File: src/source/umem_pkg.sv
`default_nettype none

package umem_pkg;

  typedef logic [31:0] word_t; // data or instruction word
  typedef logic [31:0] addr_t; // byte address from the core

  localparam int MEM_WORDS = 1024; // 4 KB

  typedef logic [$clog2(MEM_WORDS)-1:0] word_idx_t;
  typedef logic [$clog2(MEM_WORDS)-2:0] bank_idx_t; // half the words per bank
  typedef logic [1:0] width_t;
  typedef logic [3:0] mask_t; // one bit per byte lane

  localparam width_t WIDTH_BYTE = 2'd0;
  localparam width_t WIDTH_HALF = 2'd1;
  localparam width_t WIDTH_WORD = 2'd2; // code 3 is invalid

  // request queue per port, also the credits a requester starts with
  localparam int QUEUE_DEPTH = 2;
  localparam int QPTR_W = $clog2(QUEUE_DEPTH);

  typedef logic [QPTR_W-1:0] qptr_t;
  typedef logic [QPTR_W:0] qcnt_t;

  localparam qptr_t QPTR_LAST = qptr_t'(QUEUE_DEPTH - 1);

endpackage

`default_nettype wire

File: src/source/mem_port_if.sv
`default_nettype none

// one data access, issued from the queue head
interface mem_port_if;

  logic issue; // valid for one cycle per access
  logic write;
  logic signed_ld; // sign-extend a load result
  umem_pkg::width_t width;
  umem_pkg::addr_t addr;
  umem_pkg::word_t wdata;

  modport control (
    output issue,
    output write,
    output signed_ld,
    output width,
    output addr,
    output wdata
  );

  modport datapath (
    input issue,
    input write,
    input signed_ld,
    input width,
    input addr,
    input wdata
  );

endinterface

`default_nettype wire

File: src/source/store_align.sv
`default_nettype none

module store_align (
  mem_port_if.datapath    port,
  output umem_pkg::mask_t wmask,
  output umem_pkg::word_t wdata_lanes
);

  logic [1:0] offset;

  assign offset = port.addr[1:0];

  always_comb
  begin
    case (port.width)
      umem_pkg::WIDTH_BYTE:
      begin
        wmask       = umem_pkg::mask_t'(4'b0001 << offset);
        wdata_lanes = {4{port.wdata[7:0]}}; // byte copied to every lane
      end
      umem_pkg::WIDTH_HALF:
      begin
        wmask       = offset[1] ? 4'b1100 : 4'b0011; // offset bit 0 ignored
        wdata_lanes = {2{port.wdata[15:0]}};
      end
      umem_pkg::WIDTH_WORD:
      begin
        wmask       = 4'b1111;
        wdata_lanes = port.wdata;
      end
      default:
      begin
        wmask       = 4'b0000; // invalid width writes nothing
        wdata_lanes = port.wdata;
      end
    endcase
  end

endmodule

`default_nettype wire

File: src/flat_wrapper.sv
// flat-port wrapper written by rule: the top's interface ports become plain ports
module store_align_flat 
  (wmask, wdata_lanes, port_issue, port_write, port_signed_ld, port_width, port_addr, port_wdata);
  mem_port_if port_i ();
  output umem_pkg::mask_t wmask;
  output umem_pkg::word_t wdata_lanes;
  input wire logic [$bits(port_i.issue)-1:0] port_issue;
  input wire logic [$bits(port_i.write)-1:0] port_write;
  input wire logic [$bits(port_i.signed_ld)-1:0] port_signed_ld;
  input wire logic [$bits(port_i.width)-1:0] port_width;
  input wire logic [$bits(port_i.addr)-1:0] port_addr;
  input wire logic [$bits(port_i.wdata)-1:0] port_wdata;
  assign port_i.issue = port_issue;
  assign port_i.write = port_write;
  assign port_i.signed_ld = port_signed_ld;
  assign port_i.width = port_width;
  assign port_i.addr = port_addr;
  assign port_i.wdata = port_wdata;
  store_align u_core (.port(port_i), .wmask(wmask), .wdata_lanes(wdata_lanes));
endmodule
File: config.mk
export PLATFORM = sky130hd
export DESIGN_NAME = store_align_flat
export DESIGN_NICKNAME = d
export VERILOG_FILES = /design/src/source/umem_pkg.sv /design/src/source/mem_port_if.sv /design/src/source/store_align.sv /design/src/flat_wrapper.sv
export SDC_FILE = /design/constraint.sdc
export NUM_CORES = 1
export LEC_CHECK = 0
export ABC_AREA = 1
export BUFFER_PORTS_ARGS = -buffer_cell sky130_fd_sc_hd__buf_2
export CAP_MARGIN = 30
export CORE_MARGIN = 5
export CORE_UTILIZATION = 26
export DETAILED_ROUTE_END_ITERATION = 6
export PLACE_DENSITY = 0.89
export SLEW_MARGIN = 20
export SYNTH_ARGS = -nofsm -noshare
export SYNTH_HDL_FRONTEND = slang
export SYNTH_SLANG_ARGS = --single-unit
export TNS_END_PERCENT = 50
File: constraint.sdc
create_clock -name vclk -period 1.5
set_input_delay 0.3 -clock vclk [all_inputs]
set_output_delay 0.3 -clock vclk [all_outputs]
set_load 0.05 [all_outputs]
==> impl_metrics.toml <==
[timing]
finalHoldViolCount = 0
rsz0062_at_grt = "no"
max_freq_mhz = 697
timing.final.crit_share_pct = 95.6
drv_slew = 0
holdWs_ns = 0.913
tightest_slew_ns = 0.257
fin_setup_tns_ns = 0
finalCriticalPeriod_ns = 1.43
setup_violations = 0
setup_ws_ns = 0.0654
relSlewSlack_pct = 83.0

[worst_setup_path]
cp_max_fo = 8
cp_cell_sequence = "buf_2, nor2_4, nand2_1, nand3_1, buf_2"
crit_family = "buffers and inverters"
critPathKind = "in2out"
critPathBufInv = 2
path_common_cell = "buf_2"
startpoint_type = "input pin"
endpoint_kind = "output port"
worst_path_largest_cell_delay_ns = 0.26
critPathRequiredTime_ns = 1.20
cp.depth = 5
crit_arrival_ns = 1.13
critical_path.slowest_cell = "buf_2"

[grt]
track_usage_pct = 13.0
grt_pass1_wl_mm = 2.91
grt_overflow = 0
antenna_found_initial = 0
grt_pass1_vias = 714
grt_max_degree = 18

[logic_synthesis]
yosysWarningCount = 0
ys_seq_area_share_pct = 0
syn_area_per_cell_sq_um = 4.59
synthDistinctLibCells = 10
synth_nets = 172
syn_area_sq_um = 473
synthCells = 103

[floorplanning]
ios = 105
core-area_sq_um = 1730
fp.dieW_um = 52.7
rows = 15
start_util_pct = 27.4
die_height_um = 52.7
dieArea_sq_um = 2770

[clock_tree]
cts_hold_buf = 0
cts_setup_buffers = 0

[finish]
nClkBuffers = 0
diodes = 0
stdcell_count = 190
final_nets = 236
drive_gt1_share_pct = 47.9
layout_commonest_cell = "buf_2"
nFlopsAndLatches = 0
final_cell_mix = "buf_2 (64), nand2_1 (56), nand3_1 (16)"
area_growth_pct = 76.5
fillerInstances = 207
regArea_sq_um = 0
final_util_pct = 48.3
fin_area_sq_um = 835

[placed_design]
hpwlAfterDp_mm = 1.60
pre_cts_ws_ns = -0.221
gp_congestion = 0.722
io_buffers = 72
dp_cells = 190
place_area_sq_um = 812

[power_and_ir_drop]
cellPowerDensity_nw_per_um2 = 614
power_frac_clock_pct = 0
ir_drop_mv = 0.272
finalPower_mw = 0.512
cell_internal_pwr_mw = 0.134
pwr-share-seq_pct = 0
p_leak_nw = 0.552
sw_frac_of_total_pct = 73.9
p_switching_mw = 0.379
pwr-share-comb_pct = 100.0

[hold_path]
hold_path_depth = 2
hp-class = "in2out"

[drt]
wl_per_cell_um = 10.2
dr.pass1.iters = 4
drc = 0
vias_per_cell = 4.49
drt_iter0_markers = 12
dr_total_vias = 854
wl_mm = 1.94
antenna_left = 0

[run]
maxCapViolCount = 0

[status]
status = "complete, no violations"
[power by group through the flow]
stage | registers, mW | clock network, mW | logic, mW
6_report | 0 | 0 | 0.512
5_1_grt | 0 | 0 | 0.546
4_1_cts | 0 | 0 | 0.506
3_5_place_dp | 0 | 0 | 0.505
3_3_place_gp | 0 | 0 | 0.502
2_1_floorplan | 0 | 0 | 0.378
[cells by family (layout without fill, tap and decap cells)]
family	Yosys count	after routing	synth area share (%)
AND/OR/NAND/NOR	76	76	66.1
buffers and inverters	17	79	23.3
AO/OA/AOI/OAI	10	10	10.6
[area by class of cell]
type / instances / area (sq um) / share of cell area, %
Timing Repair Buffer: 76 / 423 / 50.7
Multi-Input combinational cell: 86 / 367 / 43.9
Tap cell: 25 / 31.3 / 3.75
Inverter: 3 / 13.8 / 1.65
[path summary, 6_finish.rpt]
kind | from | to | slack (ns)
worst min-delay path | port_wdata[6] | wdata_lanes[6] | 0.91
worst max-delay path | port_width[1] | wdata_lanes[27] | 0.07
[layer usage]
layer	vias up	share of wire (%)	GRT usage, %
met1	365	37	14.7
met5	-	0	0
met4	0	0	0
met3	0	14	2.85
li1	444	-	-
met2	45	49	25.8
[Yosys cell counts]
library cell  instances  area, sq um
buf_2                 4         20.0
clkinv_1              1         3.75
buf_4                 9         67.6
buf_6                 1         11.3
nor2_4                1         11.3
nor2_1                3         11.3
nand3_1              16         80.1
o21ai_0              10         50.1
inv_1                 2         7.51
nand2_1              56          210
[what timing repair did]
action                     4_1_cts  5_1_grt
hold endpoints to repair         0        0
gates resized for setup          1       10
setup endpoints to repair       17       11
(Power assumes the default switching activity.)
