==> config.mk <==
export PLATFORM = sky130hd
export DESIGN_NAME = fetch_align
export DESIGN_NICKNAME = d
export VERILOG_FILES = /design/src/source/umem_pkg.sv /design/src/source/fetch_align.sv
export SDC_FILE = /design/constraint.sdc
export NUM_CORES = 1
export LEC_CHECK = 0
export ABC_AREA = 1
export BUFFER_PORTS_ARGS = -buffer_cell sky130_fd_sc_hd__buf_2
export CAP_MARGIN = 15
export CORE_MARGIN = 4
export CORE_UTILIZATION = 36
export CTS_CLUSTER_SIZE = 16
export DETAILED_ROUTE_END_ITERATION = 10
export HOLD_SLACK_MARGIN = 0.12
export PLACE_DENSITY = 0.94
export SYNTH_ARGS = -nofsm -noshare
export SYNTH_HDL_FRONTEND = slang
export SYNTH_SLANG_ARGS = --single-unit
==> constraint.sdc <==
create_clock -name clk -period 3.4 [get_ports clk]
set_clock_uncertainty 0.2 [all_clocks]
set_input_delay 0.34 -clock clk [delete_from_list [all_inputs] [get_ports clk]]
set_output_delay 0.34 -clock clk [all_outputs]
set_load 0.03 [all_outputs]
==> src/source/umem_pkg.sv <==
`default_nettype none

package umem_pkg;

  typedef logic [31:0] word_t; // data or instruction word
  typedef logic [31:0] addr_t; // byte address from the core

  localparam int MEM_WORDS = 1024; // 4 KB

  typedef logic [$clog2(MEM_WORDS)-1:0] word_idx_t;
  typedef logic [$clog2(MEM_WORDS)-2:0] bank_idx_t; // half the words per bank
  typedef logic [1:0] width_t;
  typedef logic [3:0] mask_t; // one bit per byte lane

  localparam width_t WIDTH_BYTE = 2'd0;
  localparam width_t WIDTH_HALF = 2'd1;
  localparam width_t WIDTH_WORD = 2'd2; // code 3 is invalid

  // request queue per port, also the credits a requester starts with
  localparam int QUEUE_DEPTH = 2;
  localparam int QPTR_W = $clog2(QUEUE_DEPTH);

  typedef logic [QPTR_W-1:0] qptr_t;
  typedef logic [QPTR_W:0] qcnt_t;

  localparam qptr_t QPTR_LAST = qptr_t'(QUEUE_DEPTH - 1);

endpackage

`default_nettype wire

==> src/source/fetch_align.sv <==
`default_nettype none

module fetch_align (
  input  logic                clk,
  input  logic                fetch_issue,
  input  umem_pkg::addr_t     fetch_addr,
  output umem_pkg::bank_idx_t even_idx,
  output umem_pkg::bank_idx_t odd_idx,
  input  umem_pkg::word_t     even_word,
  input  umem_pkg::word_t     odd_word,
  output umem_pkg::word_t     instr
);

  umem_pkg::word_idx_t w_idx;
  umem_pkg::word_idx_t next_idx;
  logic                half_r; // pc bit 1 of the fetch in flight
  logic                w_odd_r; // word w sits in the odd bank
  umem_pkg::word_t     lo_word;
  umem_pkg::word_t     hi_word;

  assign w_idx    = fetch_addr[11:2]; // upper address bits ignored
  assign next_idx = w_idx + 1'b1; // last word wraps to word 0

  // an even w shares its row with w+1, an odd w pairs with the next row
  assign odd_idx  = w_idx[9:1];
  assign even_idx = next_idx[9:1];

  always_ff @(posedge clk)
  begin
    if (fetch_issue)
    begin
      half_r  <= fetch_addr[1];
      w_odd_r <= w_idx[0];
    end
  end

  assign lo_word = w_odd_r ? odd_word : even_word; // word w
  assign hi_word = w_odd_r ? even_word : odd_word; // word w+1
  assign instr   = half_r ? {hi_word[15:0], lo_word[31:16]} : lo_word;

endmodule

`default_nettype wire

==> results of run 1 <==
==> routing by layer <==
layer / wire length, um / track usage, % / part of all wire (%)
met1: 1590 / 17.9 / 38
met2: 2000 / 38.0 / 48
met3: 563 / 4.93 / 14
met4: 0 / 3.05 / 0
met5: 0 / 0 / 0
==> flip-flops by register name (all words and copies together), names as in the netlist <==
signal,count
half_r,1
w_odd_r,1
==> power by group through the flow <==
stage | Combinational, mW | Clock, mW | Sequential (mW)
6_report | 0.379 | 0.0501 | 0.0316
5_1_grt | 0.417 | 0.0589 | 0.0320
4_1_cts | 0.381 | 0.0523 | 0.0317
3_5_place_dp | 0.379 | 0 | 0.0319
3_3_place_gp | 0.374 | 0 | 0.0317
2_1_floorplan | 0.268 | 0 | 0.0319
==> through the flow <==
stage / total power, mW / setup WS [ns] / hold WS (ns)
after global placement: 0.405 / 1.15 / 0.319
after floorplan: 0.300 / 1.43 / 0.239
after detailed placement: 0.411 / 1.11 / 0.331
after CTS: 0.465 / 0.871 / 0.138
final: 0.460 / 0.875 / 0.150
after global routing: 0.508 / 0.592 / 0.133
==> worst paths after layout <==
check                       to     startpoint  depth (start not counted)  slack (ns)
worst max-delay path  instr[1]        w_odd_r                          4        0.88
worst min-delay path   w_odd_r  fetch_addr[2]                          1        0.15
==> repair_timing <==
item,4_1_cts,5_1_grt
buffers inserted,0,0
gates resized for setup,0,0
hold endpoints to repair,1,0
hold buffers,1,0
==> cells by family after synthesis <==
| family | Yosys count | synth area share, % |
|---|---|---|
| xor gates and xnor gates | 3 | 2.17 |
| AOI/OAI and AO/OA | 81 | 36.9 |
| adders and majority gates | 1 | 1.04 |
| DFF | 2 | 4.97 |
| and+or+nand+nor | 93 | 29.6 |
| buffers and inverters | 65 | 25.4 |
==> Yosys cell counts (2+ instances only) <==
| cell | number | area share (%) |
|---|---|---|
| nand2_1 | 82 | 25 |
| o21ai_0 | 48 | 20 |
| inv_1 | 40 | 12 |
| o21ai_1 | 17 | 7.0 |
| o211ai_1 | 16 | 9.9 |
| buf_4 | 13 | 8.1 |
| nand3_1 | 7 | 2.9 |
| clkbuf_1 | 6 | 1.9 |
| buf_2 | 4 | 1.7 |
| nor2_1 | 4 | 1.2 |
| edfxtp_1 | 2 | 5.0 |
| xor2_1 | 2 | 1.4 |
==> final cells by class <==
cell class              instances  area (um^2)
clock buffers                   3         22.5
fillers                       314         1340
inverters                      40          150
multi-input cells             178          842
flip-flops and latches          2         60.1
well taps                      44         55.1
repair buffers                129          656
==> flow_summary.toml, run 1 <==
[run_status]
outcome = "complete, no violations"

[grt]
grt_remaining_overflow = 0
grt_pass1_vias = 1647
grt_max_degree = 91
grt_first_pass_wirelength_um = 6540
antenna_found_initial = 0
grt_usage_pct = 18.4

[cts]
cts_sinks = 2
clkTransAtPathRegs_ns = 0.03
cts_tree = "done"
clockBufferDepth = 2
cts_buffers = 3
cts_max_level = 1
cts-root-buf = "clkbuf_4"

[synthesis]
syn_avg_cell_area_um2 = 4.93
synth_edf_count = 2
async_flop_share_pct = 0
ys_warn_count = 0
synth_cell_type_count = 16
syn-num-nets = 344
synth_cells = 245
ys_seq_elements = 2
synth_seq_area_share_pct = 4.97
synth_flop_cell = "edfxtp_1"
syn_area_um2 = 1210

[placement]
placed_cells = 392
dp_hpwl_um = 3380
port_buffers = 126
postPlaceCellArea_um2 = 1750
gp_congestion = 0.741

[detailed_routing]
drtAntennaViolNets = 0
drtPass1Iterations = 4
drt_iter0_drc = 97
viasPerCell = 4.68
routedWlPerCell_um = 10.5
drt-total-wl_um = 4150
drc = 0
via_count = 1853

[critical_path]
crit_chain = "buf_4 > o21ai_1 > o21ai_0 > buf_2"
path_class = "register to output pin"
critPathArrivalTime_ns = 1.98
critical_path_buf_inv_count = 2
cp_data_required_time_ns = 2.86
slowest_stage = "buf_4"
cp_top_family = "buffers and inverters"
crit_path_end_kind = "output pin"
startpoint_type = "register"
path_max_fanout = 90
worst_path_largest_cell_delay_ns = 0.61

[hold_path]
min_path_type = "input port to register"

[power_and_ir_drop]
pwr-share-comb_pct = 82.2
clock_power_share_pct = 10.9
seqPwrFrac_pct = 6.9
vdd_drop_max_mv = 0.243
intPower_mw = 0.189
p_sw_mw = 0.272
power.share.switching_pct = 59.0
power.leakage_nw = 1.08
p_per_area_nw_per_um2 = 258

[layout]
mostFrequentLayoutCell = "buf_2"
nets = 453
syn_to_final_growth_pct = 47.7
fin_cells = 396
finish.instance_area_um2 = 1790
drive_gt1_share_pct = 37.2
diodes = 0
layout_common_cells = "buf_2 (126), nand2_1 (82), o21ai_0 (48), inv_1 (40), o21ai_1 (17)"
fin_util_pct = 57.1

[sta]
hold_viol_final = 0
period_share_pct = 74.3
setup_viol = 0
rsz0062_at_grt = "no"
relSlewSlack_pct = 45.5
finalMaxSlewViolations = 0
setup-tns-final_ns = 0
tightest_slew_ns = 0.816
period_needed_ns = 2.52
fmax_ghz = 0.396

[floorplan]
std_cell_rows = 20
chipHeight_um = 65.9
coreArea_um2 = 3130
fp.dieW_um = 65.9
initial_core_util_pct = 38.6
die-area_um2 = 4350
pin_count = 148

[job]
cap_violations = 0
Power figures use the tool's default switching activity.
==> inputs of run 2 (changes only) <==
Settings changed: CORE_UTILIZATION 36 to 33, PLACE_DENSITY 0.94 to 0.87.
Clock period 3.4 ns to 2.48 ns, I/O delays scaled along.
==> flow_summary.toml, run 2 (same netlist as run 1, synthesis figures left out) <==
[grt]
grt_first_pass_wirelength_um = 6360
grt_usage_pct = 17.2
grt_max_degree = 97
grt_remaining_overflow = 0
antenna_found_initial = 0
grt_pass1_vias = 1619

[critical_path]
critPathArrivalTime_ns = 1.83
crit_end = "even_idx[7]"
path_max_fanout = 4
path_class = "input port to output pin"
startpoint = "fetch_addr[2]"
cp_data_required_time_ns = 2.03
startpoint_type = "input port"
crit_path_end_kind = "output pin"

[hold_path]
min_path_type = "input port to register"

[floorplan]
pin_count = 148
std_cell_rows = 21
initial_core_util_pct = 35.1
die-area_um2 = 4690
fp.dieW_um = 68.5
chipHeight_um = 68.5
coreArea_um2 = 3440

[placement]
port_buffers = 126
gp_congestion = 0.720
placed_cells = 396
dp_hpwl_um = 3420

[power_and_ir_drop]
power.leakage_nw = 1.11
vdd_drop_max_mv = 0.269
p_per_area_nw_per_um2 = 378

[sta]
hold_viol_final = 0
setup_viol = 0
period_share_pct = 91.8
setup-tns-final_ns = 0
fmax_ghz = 0.439
rsz0062_at_grt = "no"
tightest_slew_ns = 0.333
finalMaxSlewViolations = 0
hold_slack_ns = 0.567
period_needed_ns = 2.28
relSlewSlack_pct = 77.8

[layout]
layout_common_cells = "buf_2 (126), nand2_1 (82), o21ai_0 (48), inv_1 (40), o21ai_1 (17)"
fin_cells = 402
syn_to_final_growth_pct = 53.4
nets = 457
mostFrequentLayoutCell = "buf_2"
regArea_um2 = 60.1
multi_input_area_um2 = 842
diodes = 0
drive_gt1_share_pct = 37.4
top_regs = "half_r (1), w_odd_r (1)"
fillerInstances = 339

[detailed_routing]
drtAntennaViolNets = 0
drt-total-wl_um = 4280
viasPerCell = 4.68
routedWlPerCell_um = 10.6
drt_iter0_drc = 125
drc = 0
drtPass1Iterations = 4
via_count = 1882

[cts]
cts_buffers = 3
cts_tree = "done"
cts_sinks = 2
cts-root-buf = "clkbuf_8"
clockBufferDepth = 2
clkTransAtPathRegs_ns = 0.03
cts_max_level = 1

[run_status]
outcome = "complete, no violations"

[job]
cap_violations = 0
## run 2: cell count changes in the layout (fill, tap and decap cells not counted)
cell | before | now
clkbuf_8 | 0 | 3
dlygate4sd3_1 | 1 | 3
clkbuf_4 | 3 | 0
buf_12 | 0 | 1
buf_4 | 2 | 3
## run 2: area by class of cell
cell class / instances / area share [%]
flip-flops and latches: 2 / 3.24
well taps: 46 / 3.10
repair buffers: 133 / 37.9
inverters: 40 / 8.10
multi-input cells: 178 / 45.4
clock buffers: 3 / 2.23
## run 2: what timing repair did
| item | 4_1_cts | 5_1_grt |
|---|---|---|
| buffers inserted | 0 | 0 |
| hold buffers | 3 | 0 |
| hold endpoints to repair | 4 | 0 |
| setup endpoints to repair | 0 | 0 |
| resized for setup | 0 | 0 |
## run 2: worst max-delay path: stages
cell           delay (ns)
dlygate4sd3_1        0.53
buf_2                0.14
ha_1                 0.18
nand3_1              0.11
nor2_1               0.23
nand3_1              0.11
nand2_1              0.09
buf_2                0.20
## run 2: stage by stage
stage          setup WS [ns]  total power [mW]  cell area (um^2)  util (%)
6_report               0.202             0.701              1850      53.9
5_1_grt               0.0402             0.759              1850      53.9
4_1_cts                0.215             0.707              1850      53.9
3_5_place_dp           0.690             0.573              1780      51.8
3_3_place_gp           0.714             0.562              1780      51.8
2_1_floorplan          0.602             0.411              1210         -
## run 2: report_power, final
part	total, mW	internal (mW)	switching, mW	leakage (nW)
combinational	0.533	0.174	0.359	1.07
clock	0.127	0.103	0.0243	0.0216
sequential	0.0420	0.0406	0.00141	0.0196
## run 2: worst min-delay path by stage
stage          cells after the start           from  slack (ns)  endpoint
3_3_place_gp                       1  fetch_addr[1]        0.25    half_r
4_1_cts                            2  fetch_addr[1]        0.57    half_r
6_report                           2  fetch_addr[1]        0.57    half_r
5_1_grt                            2  fetch_addr[1]        0.58    half_r
3_5_place_dp                       1  fetch_addr[1]        0.24    half_r
2_1_floorplan                      0  fetch_addr[1]        0.15    half_r
## run 2: metal layers
| layer | vias to the layer above | GRT usage [%] | part of all wire [%] |
|---|---|---|---|
| li1 | 1001 | - | - |
| met1 | 778 | 18.3 | 39 |
| met2 | 101 | 32.3 | 47 |
| met3 | 2 | 4.54 | 14 |
| met4 | 0 | 5.71 | 0.72 |
| met5 | - | 0 | 0 |
