File: config.mk
export PLATFORM = sky130hd
export DESIGN_NAME = mem_ctrl_flat
export DESIGN_NICKNAME = d
export VERILOG_FILES = /design/src/source/umem_pkg.sv /design/src/source/mem_port_if.sv /design/src/source/mem_ctrl.sv /design/src/flat_wrapper.sv
export SDC_FILE = /design/constraint.sdc
export NUM_CORES = 1
export LEC_CHECK = 0
export BUFFER_PORTS_ARGS = -buffer_cell sky130_fd_sc_hd__buf_2
export CORE_MARGIN = 3
export CORE_UTILIZATION = 54
export CTS_BUF_LIST = sky130_fd_sc_hd__clkbuf_4
export CTS_CLUSTER_SIZE = 28
export DETAILED_ROUTE_END_ITERATION = 12
export PLACE_DENSITY = 0.78
export SYNTH_ARGS = -nofsm -noshare
export SYNTH_HDL_FRONTEND = slang
export SYNTH_SLANG_ARGS = --single-unit
File: constraint.sdc
create_clock -name clk -period 5 [get_ports clk]
set_input_delay 0.5 -clock clk [delete_from_list [all_inputs] [get_ports clk]]
set_output_delay 0.5 -clock clk [all_outputs]
set_load 0.01 [all_outputs]
File: src/source/umem_pkg.sv
`default_nettype none

package umem_pkg;

  typedef logic [31:0] word_t; // data or instruction word
  typedef logic [31:0] addr_t; // byte address from the core

  localparam int MEM_WORDS = 1024; // 4 KB

  typedef logic [$clog2(MEM_WORDS)-1:0] word_idx_t;
  typedef logic [$clog2(MEM_WORDS)-2:0] bank_idx_t; // half the words per bank
  typedef logic [1:0] width_t;
  typedef logic [3:0] mask_t; // one bit per byte lane

  localparam width_t WIDTH_BYTE = 2'd0;
  localparam width_t WIDTH_HALF = 2'd1;
  localparam width_t WIDTH_WORD = 2'd2; // code 3 is invalid

  // request queue per port, also the credits a requester starts with
  localparam int QUEUE_DEPTH = 2;
  localparam int QPTR_W = $clog2(QUEUE_DEPTH);

  typedef logic [QPTR_W-1:0] qptr_t;
  typedef logic [QPTR_W:0] qcnt_t;

  localparam qptr_t QPTR_LAST = qptr_t'(QUEUE_DEPTH - 1);

endpackage

`default_nettype wire

File: src/source/mem_port_if.sv
`default_nettype none

// one data access, issued from the queue head
interface mem_port_if;

  logic issue; // valid for one cycle per access
  logic write;
  logic signed_ld; // sign-extend a load result
  umem_pkg::width_t width;
  umem_pkg::addr_t addr;
  umem_pkg::word_t wdata;

  modport control (
    output issue,
    output write,
    output signed_ld,
    output width,
    output addr,
    output wdata
  );

  modport datapath (
    input issue,
    input write,
    input signed_ld,
    input width,
    input addr,
    input wdata
  );

endinterface

`default_nettype wire

File: src/source/mem_ctrl.sv
`default_nettype none

module mem_ctrl (
  input  logic             clk,
  input  logic             rst_n,
  input  logic             dreq_valid,
  input  logic             dreq_write,
  input  logic             dreq_signed,
  input  umem_pkg::width_t dreq_width,
  input  umem_pkg::addr_t  dreq_addr,
  input  umem_pkg::word_t  dreq_wdata,
  input  logic             fetch_valid,
  input  umem_pkg::addr_t  fetch_pc,
  output logic             dreq_credit,
  output logic             fetch_credit,
  output logic             dresp_valid,
  output logic             instr_valid,
  mem_port_if.control      port,
  output logic             fetch_issue,
  output umem_pkg::addr_t  fetch_addr
);

  logic             d_write_q  [umem_pkg::QUEUE_DEPTH];
  logic             d_signed_q [umem_pkg::QUEUE_DEPTH];
  umem_pkg::width_t d_width_q  [umem_pkg::QUEUE_DEPTH];
  umem_pkg::addr_t  d_addr_q   [umem_pkg::QUEUE_DEPTH];
  umem_pkg::word_t  d_wdata_q  [umem_pkg::QUEUE_DEPTH];
  umem_pkg::addr_t  f_pc_q     [umem_pkg::QUEUE_DEPTH];
  umem_pkg::qptr_t  d_wr_ptr, d_rd_ptr, f_wr_ptr, f_rd_ptr;
  umem_pkg::qcnt_t  d_count, f_count;
  logic             d_issue;

  assign d_issue     = (d_count != '0); // head issues every cycle
  assign fetch_issue = (f_count != '0);

  assign port.issue     = d_issue;
  assign port.write     = d_write_q[d_rd_ptr];
  assign port.signed_ld = d_signed_q[d_rd_ptr];
  assign port.width     = d_width_q[d_rd_ptr];
  assign port.addr      = d_addr_q[d_rd_ptr];
  assign port.wdata     = d_wdata_q[d_rd_ptr];
  assign fetch_addr     = f_pc_q[f_rd_ptr];

  assign dreq_credit  = d_issue; // one credit back per issue
  assign fetch_credit = fetch_issue;

  always_ff @(posedge clk)
  begin
    if (dreq_valid)
    begin
      d_write_q[d_wr_ptr]  <= dreq_write;
      d_signed_q[d_wr_ptr] <= dreq_signed;
      d_width_q[d_wr_ptr]  <= dreq_width;
      d_addr_q[d_wr_ptr]   <= dreq_addr;
      d_wdata_q[d_wr_ptr]  <= dreq_wdata;
    end
    if (fetch_valid)
      f_pc_q[f_wr_ptr] <= fetch_pc;
  end

  always_ff @(posedge clk)
  begin
    if (!rst_n)
    begin
      d_wr_ptr    <= '0;
      d_rd_ptr    <= '0;
      d_count     <= '0;
      f_wr_ptr    <= '0;
      f_rd_ptr    <= '0;
      f_count     <= '0;
      dresp_valid <= 1'b0;
      instr_valid <= 1'b0;
    end
    else
    begin
      if (dreq_valid)
        d_wr_ptr <= (d_wr_ptr == umem_pkg::QPTR_LAST) ? '0 : d_wr_ptr + 1'b1;
      if (d_issue)
        d_rd_ptr <= (d_rd_ptr == umem_pkg::QPTR_LAST) ? '0 : d_rd_ptr + 1'b1;
      if (fetch_valid)
        f_wr_ptr <= (f_wr_ptr == umem_pkg::QPTR_LAST) ? '0 : f_wr_ptr + 1'b1;
      if (fetch_issue)
        f_rd_ptr <= (f_rd_ptr == umem_pkg::QPTR_LAST) ? '0 : f_rd_ptr + 1'b1;
      d_count     <= d_count + dreq_valid - d_issue;
      f_count     <= f_count + fetch_valid - fetch_issue;
      dresp_valid <= d_issue && !d_write_q[d_rd_ptr]; // stores give no response
      instr_valid <= fetch_issue;
    end
  end

endmodule

`default_nettype wire

File: src/flat_wrapper.sv
// flat-port wrapper written by rule: the top's interface ports become plain ports
module mem_ctrl_flat 
  (clk, rst_n, dreq_valid, dreq_write, dreq_signed, dreq_width, dreq_addr, dreq_wdata, fetch_valid, fetch_pc, dreq_credit, fetch_credit, dresp_valid, instr_valid, fetch_issue, fetch_addr, port_issue, port_write, port_signed_ld, port_width, port_addr, port_wdata);
  mem_port_if port_i ();
  input  logic clk;
  input  logic rst_n;
  input  logic dreq_valid;
  input  logic dreq_write;
  input  logic dreq_signed;
  input  umem_pkg::width_t dreq_width;
  input  umem_pkg::addr_t dreq_addr;
  input  umem_pkg::word_t dreq_wdata;
  input  logic fetch_valid;
  input  umem_pkg::addr_t fetch_pc;
  output logic dreq_credit;
  output logic fetch_credit;
  output logic dresp_valid;
  output logic instr_valid;
  output logic fetch_issue;
  output umem_pkg::addr_t fetch_addr;
  output wire logic [$bits(port_i.issue)-1:0] port_issue;
  output wire logic [$bits(port_i.write)-1:0] port_write;
  output wire logic [$bits(port_i.signed_ld)-1:0] port_signed_ld;
  output wire logic [$bits(port_i.width)-1:0] port_width;
  output wire logic [$bits(port_i.addr)-1:0] port_addr;
  output wire logic [$bits(port_i.wdata)-1:0] port_wdata;
  assign port_issue = port_i.issue;
  assign port_write = port_i.write;
  assign port_signed_ld = port_i.signed_ld;
  assign port_width = port_i.width;
  assign port_addr = port_i.addr;
  assign port_wdata = port_i.wdata;
  mem_ctrl u_core (.clk(clk), .rst_n(rst_n), .dreq_valid(dreq_valid), .dreq_write(dreq_write), .dreq_signed(dreq_signed), .dreq_width(dreq_width), .dreq_addr(dreq_addr), .dreq_wdata(dreq_wdata), .fetch_valid(fetch_valid), .fetch_pc(fetch_pc), .dreq_credit(dreq_credit), .fetch_credit(fetch_credit), .dresp_valid(dresp_valid), .instr_valid(instr_valid), .port(port_i), .fetch_issue(fetch_issue), .fetch_addr(fetch_addr));
endmodule
==> flow_metrics.py <==
metrics = {
    "finish": {
        "nFillCells": 953,
        "antenna_cells": 0,
        "nNetsFinal": 721,
        "synthToLayoutAreaGrowth_pct": 23.4,
        "seq_area_um2": 6250,
        "layout.cells.non_filler": 826,
        "multi_input_area_um2": 1440,
        "drive_gt1_share_pct": 60.5,
    },
    "placement": {
        "hpwl_mm": 9.54,
        "place_congestion": 0.743,
        "place_ws_ns": 2.87,
        "place_inst": 741,
        "io_buffers": 209,
    },
    "clock_tree": {
        "cts_sinks": 212,
        "cts_tree": "yes",
        "postCtsHoldBufs": 0,
        "h-tree-depth": 2,
        "cts.repair.resized": 0,
        "clkTransAtPathRegs_ns": 0.07,
        "clockRootBuffer": "clkbuf_4",
        "clkLatencyLatePin_ns": 0.60,
        "cts_inserted_buffers": 52,
        "clk_path_buf_depth": 3,
        "cts_setup_buffers": 0,
    },
    "detailed_routing": {
        "drt_iter0_markers": 225,
        "vias": 4127,
        "wl_per_cell_um": 17.3,
        "ant_nets": 0,
        "routed_wl_mm": 14.3,
        "via_per_inst": 5.00,
        "drt_pre_antenna_iters": 6,
        "drcViolationCount": 0,
    },
    "floorplan": {
        "ios": 210,
        "core-area_um2": 14000,
        "fp.dieH_um": 126,
        "num_rows": 43,
        "start_util_pct": 55.7,
        "die_x_um": 126,
        "die_area_um2": 15900,
    },
    "sta": {
        "clock.fmax_mhz": 364,
        "fin_crit_ns": 2.75,
        "skew_ns": 0.0147,
        "grt_setup_unrepaired": "false",
        "setup_viol": 0,
        "fin_ws_ns": 2.25,
        "relSlewSlack_pct": 31.7,
        "tns_ns": 0,
        "hold_viol": 0,
        "max_slew.worst_pin.slew_ns": 1.02,
        "min_period_over_period_pct": 54.9,
        "drv_slew": 0,
    },
    "synth": {
        "yosysSeqAreaShare_pct": 80.2,
        "ys_warn_count": 0,
        "yosysUniqueCellTypes": 23,
        "syn_inst": 362,
        "yosys.area.top_type": "edfxtp_1",
        "syn-num-nets": 468,
        "ys_seq_elements": 212,
        "synth_area_leaders": "edfxtp_1, mux2_2, mux2_4",
        "syn-cell-area_um2": 7790,
        "synth_top_area_share_pct": 77.1,
        "synth.avg_cell_area_um2": 21.5,
    },
    "worst_setup_path": {
        "criticalPathCategory": "reg -> out",
        "rr_endpoint": "u_core.d_addr_q[1][19]$_DFFE_PP_",
        "arrival_ns": 2.25,
        "rr_startpoint": "u_core.d_wr_ptr$_SDFFE_PN0P_",
        "critPathLaunchType": "flip-flop",
        "required_ns": 4.50,
        "critPathMaxFanout": 68,
        "worstRegToRegCells": 2,
        "end_kind": "primary output",
        "critPathCapture": "port_addr[30]",
        "rrSetupSlack_ns": 3.18,
    },
    "global_routing": {
        "grt_antenna_before_repair": 1,
        "grt_util_all_layers_pct": 17.9,
        "grt_pass1_wl_mm": 22.3,
        "grt-ovfl-total": 0,
        "first_global_vias": 4466,
        "grt_max_degree": 69,
    },
    "power": {
        "ir_drop_v": 0.000278,
        "p_leak_nw": 3.77,
        "p_total_mw": 3.70,
        "power_density_nw_per_um2": 385,
    },
    "worst_hold_path": {
        "hold_class": "in -> reg",
    },
    "job": {
        "max_cap_violations": 0,
    },
    "outcome": {
        "status": "finished, final reports clean",
    },
}
## cell usage in the layout, fill, tap and decap left out, drive strengths merged
| master | count |
|---|---|
| or3 | 2 |
| nand2b | 2 |
| nor2 | 1 |
| and2 | 5 |
| o21ai | 3 |
| mux2 | 100 |
| bufinv | 1 |
| buf | 214 |
| ha | 2 |
| dfxtp | 12 |
| and3 | 4 |
| nand2 | 4 |
| inv | 1 |
| clkbuf | 69 |
| mux2i | 2 |
| o21a | 2 |
| clkinv | 14 |
| edfxtp | 200 |
| or2 | 2 |
| nor2b | 6 |
## cell type report
class,instances,share of cell area [%]
clock buffers,69,5.39
multi-input cells,135,15.0
clock inverters,16,0.925
flip-flops and latches,212,65.1
well taps,180,2.34
repair buffers,214,11.3
## per-layer routing
metal / share of wire (%) / wire length (um) / track usage [%] / vias to the layer above
met5: 0.091 / 13 / 0 / -
met4: 2.0 / 281 / 6.50 / 2
met3: 8.6 / 1230 / 7.17 / 28
met2: 51 / 7330 / 30.8 / 171
met1: 38 / 5470 / 20.4 / 1977
li1: - / - / - / 1949
## stage by stage
stage               utilization, %  hold slack, ns  cell area [um^2]
CTS                           68.7          0.0176              9610
global route                  68.7         0.00617              9610
floorplan                        -           0.486              7790
detailed placement            64.3           0.520              9000
global placement              64.3           0.495              9000
finish                        68.7          0.0835              9610
## flip-flops by register name, indices dropped and copies added (netlist names), 2 cells and up, named ones only
name               flops
u_core.d_addr_q       64
u_core.d_count         2
u_core.d_signed_q      2
u_core.d_wdata_q      64
u_core.d_width_q       4
u_core.d_write_q       2
u_core.f_count         2
u_core.f_pc_q         64
## how the worst min path moves through the flow
stage	startpoint	endpoint	slack, ns	depth (start not counted)
final	fetch_pc[24]	u_core.f_pc_q[1][24]$_DFFE_PP_	0.08	1
after detailed placement	u_core.f_count[1]$_SDFF_PN0_	u_core.f_count[1]$_SDFF_PN0_	0.52	2
after CTS	dreq_addr[27]	u_core.d_addr_q[1][27]$_DFFE_PP_	0.02	1
after floorplan	u_core.f_count[1]$_SDFF_PN0_	u_core.f_count[1]$_SDFF_PN0_	0.49	2
after global placement	u_core.f_count[1]$_SDFF_PN0_	u_core.f_count[1]$_SDFF_PN0_	0.50	2
after global routing	dreq_addr[13]	u_core.d_addr_q[0][13]$_DFFE_PP_	0.006	1
## Yosys cell counts
cell type	number
mux2_4	21
buf_2	7
clkbuf_1	1
o21ai_0	3
nand2_1	4
and3_1	4
or3_1	2
mux2_1	2
nor2_1	1
mux2_2	77
clkbuf_2	1
o21a_1	2
edfxtp_1	200
and2_1	5
ha_1	2
buf_4	2
or2_2	2
mux2i_1	2
buf_6	2
nor2b_1	6
nand2b_1	2
buf_8	2
dfxtp_1	12
## cells by family (layout without fill, tap and decap cells)
logic type,Yosys count,after routing,synth area share (%)
flops,212,212,80.2
mux,102,102,15.7
simple gates,26,26,1.93
compound gates,5,5,0.385
buf+inv,15,299,1.43
fa+ha+maj,2,2,0.321
## report_power, final
group / total (mW) / switching [mW] / internal, mW
Combinational: 0.323 / 0.161 / 0.162
Sequential: 2.08 / 0.0378 / 2.04
Clock: 1.30 / 0.613 / 0.688
## worst max-delay path, cell delays in order, from the launching register on
cell and delay (ns):
dfxtp_4 1.01, mux2_2 0.43, buf_2 0.14
Power figures use the tool's default switching activity.
