$ cat config.mk
export PLATFORM = sky130hd
export DESIGN_NAME = load_extract_flat
export DESIGN_NICKNAME = d
export VERILOG_FILES = /design/src/source/umem_pkg.sv /design/src/source/mem_port_if.sv /design/src/source/load_extract.sv /design/src/flat_wrapper.sv
export SDC_FILE = /design/constraint.sdc
export NUM_CORES = 1
export LEC_CHECK = 0
export BUFFER_PORTS_ARGS = -buffer_cell sky130_fd_sc_hd__buf_2
export CORE_ASPECT_RATIO = 1.25
export CORE_MARGIN = 1
export CORE_UTILIZATION = 33
export CTS_BUF_LIST = sky130_fd_sc_hd__clkbuf_2
export CTS_CLUSTER_DIAMETER = 120
export DETAILED_ROUTE_END_ITERATION = 8
export PLACE_DENSITY = 0.87
export SETUP_SLACK_MARGIN = 0.2
export SLEW_MARGIN = 25
export SYNTH_ARGS = -nofsm -noshare
export SYNTH_HDL_FRONTEND = slang
export SYNTH_SLANG_ARGS = --single-unit
$ cat constraint.sdc
create_clock -name clk -period 1.45 [get_ports clk]
set_input_delay 0 -clock clk [delete_from_list [all_inputs] [get_ports clk]]
set_output_delay 0 -clock clk [all_outputs]
set_load 0.05 [all_outputs]
$ cat src/source/umem_pkg.sv
`default_nettype none

package umem_pkg;

  typedef logic [31:0] word_t; // data or instruction word
  typedef logic [31:0] addr_t; // byte address from the core

  localparam int MEM_WORDS = 1024; // 4 KB

  typedef logic [$clog2(MEM_WORDS)-1:0] word_idx_t;
  typedef logic [$clog2(MEM_WORDS)-2:0] bank_idx_t; // half the words per bank
  typedef logic [1:0] width_t;
  typedef logic [3:0] mask_t; // one bit per byte lane

  localparam width_t WIDTH_BYTE = 2'd0;
  localparam width_t WIDTH_HALF = 2'd1;
  localparam width_t WIDTH_WORD = 2'd2; // code 3 is invalid

  // request queue per port, also the credits a requester starts with
  localparam int QUEUE_DEPTH = 2;
  localparam int QPTR_W = $clog2(QUEUE_DEPTH);

  typedef logic [QPTR_W-1:0] qptr_t;
  typedef logic [QPTR_W:0] qcnt_t;

  localparam qptr_t QPTR_LAST = qptr_t'(QUEUE_DEPTH - 1);

endpackage

`default_nettype wire

$ cat src/source/mem_port_if.sv
`default_nettype none

// one data access, issued from the queue head
interface mem_port_if;

  logic issue; // valid for one cycle per access
  logic write;
  logic signed_ld; // sign-extend a load result
  umem_pkg::width_t width;
  umem_pkg::addr_t addr;
  umem_pkg::word_t wdata;

  modport control (
    output issue,
    output write,
    output signed_ld,
    output width,
    output addr,
    output wdata
  );

  modport datapath (
    input issue,
    input write,
    input signed_ld,
    input width,
    input addr,
    input wdata
  );

endinterface

`default_nettype wire

$ cat src/source/load_extract.sv
`default_nettype none

module load_extract (
  input  logic            clk,
  mem_port_if.datapath    port,
  input  umem_pkg::word_t rdata,
  output umem_pkg::word_t load_data
);

  logic [1:0]       offset_r;
  umem_pkg::width_t width_r;
  logic             signed_r;
  logic [7:0]       byte_sel;
  logic [15:0]      half_sel;

  // attributes follow the load to the cycle its word comes back
  always_ff @(posedge clk)
  begin
    if (port.issue && !port.write)
    begin
      offset_r <= port.addr[1:0];
      width_r  <= port.width;
      signed_r <= port.signed_ld;
    end
  end

  assign byte_sel = rdata[{offset_r, 3'b000} +: 8];
  assign half_sel = offset_r[1] ? rdata[31:16] : rdata[15:0];

  always_comb
  begin
    case (width_r)
      umem_pkg::WIDTH_BYTE:
        load_data = {{24{signed_r & byte_sel[7]}}, byte_sel};
      umem_pkg::WIDTH_HALF:
        load_data = {{16{signed_r & half_sel[15]}}, half_sel};
      umem_pkg::WIDTH_WORD:
        load_data = rdata;
      default:
        load_data = '0; // invalid width reads zero
    endcase
  end

endmodule

`default_nettype wire

$ cat src/flat_wrapper.sv
// flat-port wrapper written by rule: the top's interface ports become plain ports
module load_extract_flat 
  (clk, rdata, load_data, port_issue, port_write, port_signed_ld, port_width, port_addr, port_wdata);
  mem_port_if port_i ();
  input  logic clk;
  input  umem_pkg::word_t rdata;
  output umem_pkg::word_t load_data;
  input wire logic [$bits(port_i.issue)-1:0] port_issue;
  input wire logic [$bits(port_i.write)-1:0] port_write;
  input wire logic [$bits(port_i.signed_ld)-1:0] port_signed_ld;
  input wire logic [$bits(port_i.width)-1:0] port_width;
  input wire logic [$bits(port_i.addr)-1:0] port_addr;
  input wire logic [$bits(port_i.wdata)-1:0] port_wdata;
  assign port_i.issue = port_issue;
  assign port_i.write = port_write;
  assign port_i.signed_ld = port_signed_ld;
  assign port_i.width = port_width;
  assign port_i.addr = port_addr;
  assign port_i.wdata = port_wdata;
  load_extract u_core (.clk(clk), .port(port_i), .rdata(rdata), .load_data(load_data));
endmodule
==> results of run 1 <==
==> power groups by stage <==
stage               Clock, mW  Combinational [mW]  Sequential, mW
floorplan                   0               0.785           0.180
global placement            0                1.01           0.186
detailed placement          0                1.02           0.186
CTS                     0.130                1.24           0.183
global route            0.157                1.35           0.186
finish                  0.140                1.31           0.185
==> per-stage QoR <==
step / utilization / setup WS (ns)
after floorplan: - / -0.1275
after global placement: 0.6228 / -0.08570
after detailed placement: 0.6228 / -0.1258
after CTS: 0.7736 / -0.3349
after global routing: 0.8029 / -0.4457
final: 0.8029 / -0.3663
==> worst max-delay path: cells and delay by family, from the launching register on <==
kind                   cells  cell delay, ns
flip-flops                 1            0.50
buffers and inverters      3            0.48
AO/OA/AOI/OAI              2            0.31
AND/OR/NAND/NOR            1            0.29
==> cell families after synthesis <==
group,synth area share
buf+inv,0.09657
simple gates,0.1601
flops,0.1467
compound gates,0.4340
mux,0.1626
==> layer usage <==
metal,vias up,GRT usage
met5,-,0
met4,0,0.1047
met3,8,0.03095
met1,675,0.3207
li1,634,-
met2,65,0.5325
==> worst min-delay path by stage <==
| stage | start | endpoint | slack [ns] | cells after the start |
|---|---|---|---|---|
| after floorplan | port_addr[0] | u_core.offset_r[0] | 0.1 | 0 |
| after global placement | port_signed_ld | u_core.signed_r | 0.18 | 1 |
| after detailed placement | port_addr[0] | u_core.offset_r[0] | 0.18 | 1 |
| after CTS | port_write | u_core.offset_r[0] | 0.13 | 2 |
| after global routing | port_write | u_core.signed_r | 0.13 | 2 |
| final | port_write | u_core.signed_r | 0.13 | 2 |
==> what timing repair did <==
action,CTS,global route
pin swaps,8,5
gates resized for setup,82,14
setup endpoints to repair,32,32
hold endpoints to repair,5,0
setup buffers,3,3
cloned,2,0
hold buffers,5,0
==> cell type report <==
cell class | count | area share
flip-flops and latches | 5 | 0.06349
inverters | 4 | 0.006349
multi-input cells | 94 | 0.5085
repair buffers | 100 | 0.3942
well taps | 36 | 0.01905
clock buffers | 4 | 0.008466
==> cell usage after synthesis (3+ instances only) <==
| master | number | area (um2) |
|---|---|---|
| buf_2 | 4 | 20.02 |
| inv_1 | 4 | 15.01 |
| edfxtp_1 | 5 | 150.1 |
| o22ai_1 | 5 | 31.28 |
| nand2_1 | 20 | 75.07 |
| mux2i_1 | 5 | 50.05 |
| o21ai_2 | 3 | 26.28 |
| o211ai_2 | 16 | 200.2 |
| clkbuf_1 | 4 | 15.01 |
| buf_6 | 3 | 33.78 |
| nor2b_1 | 4 | 25.02 |
| mux2_2 | 9 | 101.4 |
| a22oi_1 | 15 | 112.6 |
| o21ai_0 | 6 | 30.03 |
==> registers in the layout, indices dropped and copies added, names as in the netlist <==
signal,count
u_core.offset_r,2
u_core.signed_r,1
u_core.width_r,2
==> metrics.yaml, run 1 <==
wl_met1_um: 1731
std_cell_rows: 22
pin_count: 134
first_iter_violations: 28
overflow: 0
critPathCaptureType: "output pin"
drive_above_1_share: 0.7971
grt_first_pass_wirelength_um: 7086
power_mw: 1.631
outcome: "finished with violations"
cts-root-buf: "clkbuf_2"
p_sw_uw: 845.9
fillers: 150
worstPathCellList: "nor3b_4 -> a22oi_4 -> buf_12 -> buf_12 -> o211ai_4 -> buf_6"
ant_nets: 0
io_buffer_count: 71
ir_drop_uv: 562.0
num_vias: 1382
cpMaxStageDelayCell: "edfxtp_1"
rsz0062_at_grt: "true"
routed.top_layer: "met4"
cp_max_fo: 6
finalMaxSlewViolations: 0
worstMarginPinSlew_ns: 0.4139
areaGrowthSynthToFinish_pct: 131.1
critical_path_class: "reg -> out"
synth_edf_count: 5
htree_levels: 1
drt_pre_antenna_iters: 4
critPathLaunchType: "flip-flop"
timing.final.crit_share: 1.253
drc: 0
worst_hold_path_type: "in -> reg"
cp_slowest_stage_delay_ns: 0.50
place_area_mm2: 0.001834
core_area_mm2: 0.002945
min_period_ns: 1.816
final_cell_mix: "buf_2 (39), buf_6 (35), nand2_1 (18)"
n_antenna_cell: 0
fin_area_mm2: 0.002365
die_x_um: 51.81
p_leak_nw: 0.9730
ys_seq_area_frac: 0.1467
dr_wl_met2_um: 2777
synth_area_mm2: 0.001023
cts_tree: "built"
dp_hpwl_um: 2876
multi_input_area_mm2: 0.001202
power_density_mw_per_mm2: 689.8
syn_inst: 116
cts_made_buffers: 3
switching_share: 0.5186
dpl.cell_count: 226
p_int_uw: 785.3
maxCapViolations: 0
final-setup-viol-count: 32
yosysWarnings: 0
final_net_count: 310
syn_avg_cell_area_um2: 8.823
layout_setup_ws_ns: -0.3663
gp_congestion: 0.8451
hold_slack_ns: 0.1255
hold_viol_final: 0
cp_common_cell: "buf_12"
clock-sinks: 5
power_frac_comb: 0.801
synth_cell_types: 27
clock_path_buffers: 2
failed_checks: "negative setup slack"
synth_ff_type: "edfxtp_1"
ys_ff_latch: 5
routed_via_density: 5.687
cp-startpoint: "u_core.width_r[1]"
crit_required_ns: 1.45
gr-usage-all-layers: 0.2857
die_y_um: 64.27
share_seq_of_total_power: 0.113
ys_async_sr_fraction: 0
crit_end: "load_data[18]"
drt-wirelength-per-cell_um: 19.77
clock_power_share: 0.086
seq_area_um2: 150.1
die-area_mm2: 0.003330
final_common_cell: "buf_2"
grt_max_degree: 28
start_util: 0.3475
first_global_vias: 1452
fin_cells: 243
slew_headroom: 0.7235
critPathArrivalTime_ns: 1.82
routed_wl_um: 4805
final.setup.tns_ns: -10.29
met3WireLength_um: 197
fmax_mhz: 550.6
path_clk_slew_ns: 0.07
syn-num-nets: 218
antenna_found_initial: 0
No activity file was read; power rests on OpenSTA's default activity.
==> run 2, diff against run 1 <==
clock period = 2 ns   (was 1.45 ns; I/O delays follow)
==> metrics.yaml, run 2 (synthesis gave the netlist of run 1 again) <==
grt_first_pass_wirelength_um: 5526  # -22%
critPathLaunchType: "flip-flop"
timing.final.crit_share: 0.9124
cts_tree: "built"
routed_via_density: 5.438  # -4.4%
hold_depth: 2  # unchanged
htree_levels: 1  # unchanged
p_sw_uw: 497.3  # -41%
core_area_mm2: 0.002945  # unchanged
min_period_ns: 1.825
routed_wl_um: 3703  # -23%
p_leak_nw: 0.8684  # -11%
place_area_mm2: 0.001403  # -24%
finalMaxSlewViolations: 0  # unchanged
cpMaxStageDelayCell: "edfxtp_1"
hold_viol_final: 0  # unchanged
drc: 0  # unchanged
crit_family: "flip-flops"
cts_made_buffers: 3  # unchanged
antenna_found_initial: 0  # unchanged
cp_max_fo: 7  # +1
fmax_mhz: 548.0
final_cell_mix: "buf_2 (44), buf_4 (24), nand2_1 (19)"
io_buffer_count: 71  # unchanged
pin_count: 134  # unchanged
grt_max_degree: 22  # -21%
critPathBufInv: 2  # -1
die-area_mm2: 0.003330  # unchanged
p_int_uw: 440.0  # -44%
drt-wirelength-per-cell_um: 15.43  # -22%
gp_congestion: 0.8337  # -1.3%
worstPathCellList: "mux2_4 -> a22oi_2 -> buf_6 -> o211ai_2 -> buf_4"
n_antenna_cell: 0  # unchanged
ant_nets: 0  # unchanged
cp_slowest_stage_delay_ns: 0.50  # about the same
final-setup-viol-count: 0  # -100%
cts-root-buf: "clkbuf_2"
overflow: 0  # unchanged
drt_pre_antenna_iters: 4  # unchanged
path_clk_slew_ns: 0.06  # about the same
share_seq_of_total_power: 0.142  # +0.029
first_iter_violations: 48  # +71%
hold_slack_ns: 0.1217  # -0.003734 ns
first_global_vias: 1273  # -12%
clock-sinks: 5  # unchanged
critPathArrivalTime_ns: 1.82  # about the same
gr-usage-all-layers: 0.2208  # -0.06493
cp-startpoint: "u_core.offset_r[1]"
crit_end: "load_data[26]"
worstMarginPinSlew_ns: 0.3921  # -0.02179 ns
worst-path-stages: 5  # -1
final_common_cell: "buf_2"
clock_power_share: 0.103  # +0.017
fin_area_mm2: 0.001763  # -25%
rsz0062_at_grt: "true"
dp_hpwl_um: 2503  # -13%
num_vias: 1305  # -5.6%
critPathCaptureType: "output pin"
outcome: "complete, no violations"
areaGrowthSynthToFinish_pct: 72.25
maxCapViolations: 0  # unchanged
critical_path_class: "reg -> out"
drive_above_1_share: 0.6520  # -0.1451
slew_headroom: 0.7381  # +0.01455
power_density_mw_per_mm2: 531.7  # -23%
largestRegisters: "u_core.offset_r x2, u_core.width_r x2, u_core.signed_r x1"
die_x_um: 51.81  # unchanged
power_frac_comb: 0.755  # -0.046
start_util: 0.3475  # unchanged
std_cell_rows: 22  # unchanged
final_net_count: 307  # -0.97%
crit_required_ns: 2.00  # +0.55 ns
worst_hold_path_type: "in -> reg"
clock_path_buffers: 2  # unchanged
switching_share: 0.5306  # +0.01199
die_y_um: 64.27  # unchanged
ir_drop_uv: 383.4  # -32%
-- run 2: power by group through the flow --
stage          Sequential [mW]  Clock [mW]  Combinational, mW
2_1_floorplan            0.130           0              0.452
3_3_place_gp             0.134           0              0.583
3_5_place_dp             0.135           0              0.589
4_1_cts                  0.132       0.101              0.636
5_1_grt                  0.133       0.106              0.744
6_report                 0.133      0.0968              0.708
-- run 2: stage by stage --
stage | TNS, ns | power (mW) | instances | utilization | setup slack (ns)
floorplan | -0.1224 | 0.5825 | 116 | - | -0.02448
global placement | 0 | 0.7161 | 218 | 0.4762 | 0.04307
detailed placement | 0 | 0.7232 | 218 | 0.4762 | 0.03167
CTS | 0 | 0.8680 | 236 | 0.5433 | 0.1768
global route | 0 | 0.9824 | 240 | 0.5986 | 0.1191
finish | 0 | 0.9373 | 240 | 0.5986 | 0.1751
-- run 2: worst min-delay path by stage --
stage | from | endpoint | slack, ns
floorplan | port_addr[0] | u_core.offset_r[0] | 0.1
detailed placement | port_signed_ld | u_core.signed_r | 0.18
global route | port_write | u_core.offset_r[0] | 0.13
finish | port_write | u_core.offset_r[0] | 0.12
CTS | port_write | u_core.offset_r[0] | 0.11
global placement | port_width[1] | u_core.width_r[1] | 0.18
-- run 2: final cells by class --
type | instances | area [um2]
tap | 36 | 45.04
multi-input combinational | 95 | 804.5
inverter | 4 | 15.01
clock buffer | 4 | 20.02
timing repair buffer | 96 | 728.2
fill | 257 | 1182
sequential | 5 | 150.1
-- run 2: what timing repair did --
action	in CTS	in global routing
setup endpoints to repair	31	32
hold buffers	5	0
hold endpoints to repair	5	0
gates cloned	1	0
buffers inserted	8	4
pin swaps	3	8
resized for setup	10	65
-- run 2: routing by layer --
layer / track usage / vias to the layer above / routed length [um] / share of wire
met5: 0 / - / 0 / 0
met4: 0.07770 / 0 / 59 / 0.016
met3: 0.04048 / 5 / 240 / 0.065
met2: 0.3929 / 65 / 1995 / 0.54
met1: 0.2550 / 599 / 1408 / 0.38
li1: - / 636 / - / -
==> run 3, diff against run 2 <==
CORE_ASPECT_RATIO = unset   (was 1.25)
SETUP_SLACK_MARGIN = 0.3   (was 0.2)
SKIP_LAST_GASP = 1   (was unset)
==> metrics.yaml, run 3 (synthesis gave the netlist of run 1 again) <==
worstHoldEndpoint: "u_core.offset_r[1]"
maxCapViolations: 0  # unchanged
grt_max_degree: 18  # -18%
worstMarginPinSlew_ns: 0.3912  # -0.0008653 ns
first_iter_violations: 104  # +120%
crit_required_ns: 2.00  # about the same
n_antenna_cell: 0  # unchanged
die_x_um: 57.69  # +11%
cts-root-buf: "clkbuf_2"
num_vias: 1305  # unchanged
core_area_mm2: 0.002853  # -3.1%
critPathArrivalTime_ns: 1.79  # -0.03 ns
fin_area_mm2: 0.001810  # +2.7%
p_leak_nw: 0.8790  # +1.2%
slew_headroom: 0.7386  # about the same
htree_levels: 1  # unchanged
layout_setup_ws_ns: 0.2056  # +0.03048 ns
critical_path_class: "reg -> out"
grt_first_pass_wirelength_um: 5589  # +1.1%
std_cell_rows: 19  # -14%
final_net_count: 303  # -1.3%
outcome: "finished with violations"
largestRegisters: "u_core.offset_r x2, u_core.width_r x2, u_core.signed_r x1"
overflow: 0  # unchanged
ant_nets: 0  # unchanged
pin_count: 134  # unchanged
drt-wirelength-per-cell_um: 17.01  # +10%
cts_made_buffers: 3  # unchanged
drt_pre_antenna_iters: 6  # +2
clock-sinks: 5  # unchanged
cp_slowest_stage_delay_ns: 0.46  # -0.04 ns
hold_viol_final: 0  # unchanged
final_cell_mix: "buf_2 (45), buf_6 (26), nand2_1 (20)"
power_density_mw_per_mm2: 529.0  # -0.50%
timing.final.crit_share: 0.8972  # -0.01524
cts_tree: "built"
dp_slack_ns: 0.04000  # +0.008333 ns
gr-usage-all-layers: 0.2190  # -0.001742
final_common_cell: "buf_2"
worst_hold_path_type: "in -> reg"
finalMaxSlewViolations: 0  # unchanged
gp_congestion: 0.8287  # -0.60%
antenna_found_initial: 0  # unchanged
routed_via_density: 5.649  # +3.9%
rsz0062_at_grt: "true"
fmax_mhz: 557.3  # +1.7%
critPathCaptureType: "output pin"
critPathLaunchType: "flip-flop"
fillers: 226  # -12%
cpMaxStageDelayCell: "edfxtp_1"
die-area_mm2: 0.003328  # about the same
worstPathCellList: "mux2_4 -> a22oi_4 -> clkbuf_16 -> o211ai_2 -> buf_6"
hold_start: "port_write"
dp_hpwl_um: 2478  # -0.96%
drc: 7  # +7
cp_max_fo: 6  # -1
failed_checks: "design-rule violations"
die_y_um: 57.69  # -10%
ir_drop_uv: 313.0  # -18%
io_buffer_count: 71  # unchanged
place_area_mm2: 0.001379  # -1.7%
clock_path_buffers: 2  # unchanged
final-setup-viol-count: 0  # unchanged
hold_depth: 2  # unchanged
routed_wl_um: 3930  # +6.1%
areaGrowthSynthToFinish_pct: 76.90
path_clk_slew_ns: 0.05  # about the same
first_global_vias: 1220  # -4.2%
final.setup.tns_ns: 0  # unchanged
start_util: 0.3588  # +0.01128
min_period_ns: 1.794  # -0.03048 ns
drive_above_1_share: 0.6550  # +0.003039
## run 3: metal layers
layer	part of all wire	vias to the layer above	wire, um	track usage
met1	0.39	607	1543	0.2828
met3	0.090	4	354	0.02679
li1	-	621	-	-
met5	0	-	0	0
met4	0.010	0	40	0.06122
met2	0.51	73	1992	0.3854
## run 3: worst max path at each step
stage / startpoint / to
floorplan: u_core.width_r[0] / load_data[11]
global placement: u_core.offset_r[1] / load_data[13]
detailed placement: u_core.offset_r[1] / load_data[13]
CTS: u_core.offset_r[1] / load_data[13]
global route: u_core.offset_r[1] / load_data[19]
finish: u_core.offset_r[1] / load_data[19]
## run 3: layout make-up
cell class	instances	area (um2)	area share
Multi-Input combinational cell	95	822.0	0.4540
Timing Repair Buffer	91	753.2	0.4160
Timing Repair inverter	1	7.507	0.004147
Sequential cell	5	150.1	0.08293
Inverter	4	18.77	0.01037
Tap cell	31	38.79	0.02142
Clock buffer	4	20.02	0.01106
## run 3: worst max-delay path, delay by kind of cell (launching register included)
| kind | cells | cell delay [ns] |
|---|---|---|
| DFF | 1 | 0.46 |
| buffers and inverters | 2 | 0.39 |
| muxes | 1 | 0.38 |
| AOI/OAI and AO/OA | 2 | 0.35 |
## run 3: through the flow
stage               cells    util  total power [mW]  hold WS (ns)
finish                231  0.6346            0.9578        0.1355
detailed placement    211  0.4833            0.7181        0.1781
global placement      211  0.4833            0.7111        0.1773
CTS                   227  0.5711            0.8934        0.1170
global route          231  0.6346             1.002        0.1456
floorplan             116       -            0.5825       0.09887
## run 3: report_power, final
part	total [mW]	leakage, nW	internal (mW)	switching [mW]
clock network	0.0920	0.0166	0.0529	0.0391
logic	0.731	0.815	0.276	0.455
registers	0.135	0.0469	0.124	0.0108
total	0.958	0.879	0.453	0.505
## run 3: repair_timing
action,in CTS,in global routing
endpoints found under the hold margin,5,0
gates cloned,3,3
hold buffers,5,0
buffers inserted,4,1
resized for setup,37,32
setup endpoints to repair,32,32
pin swaps,3,8
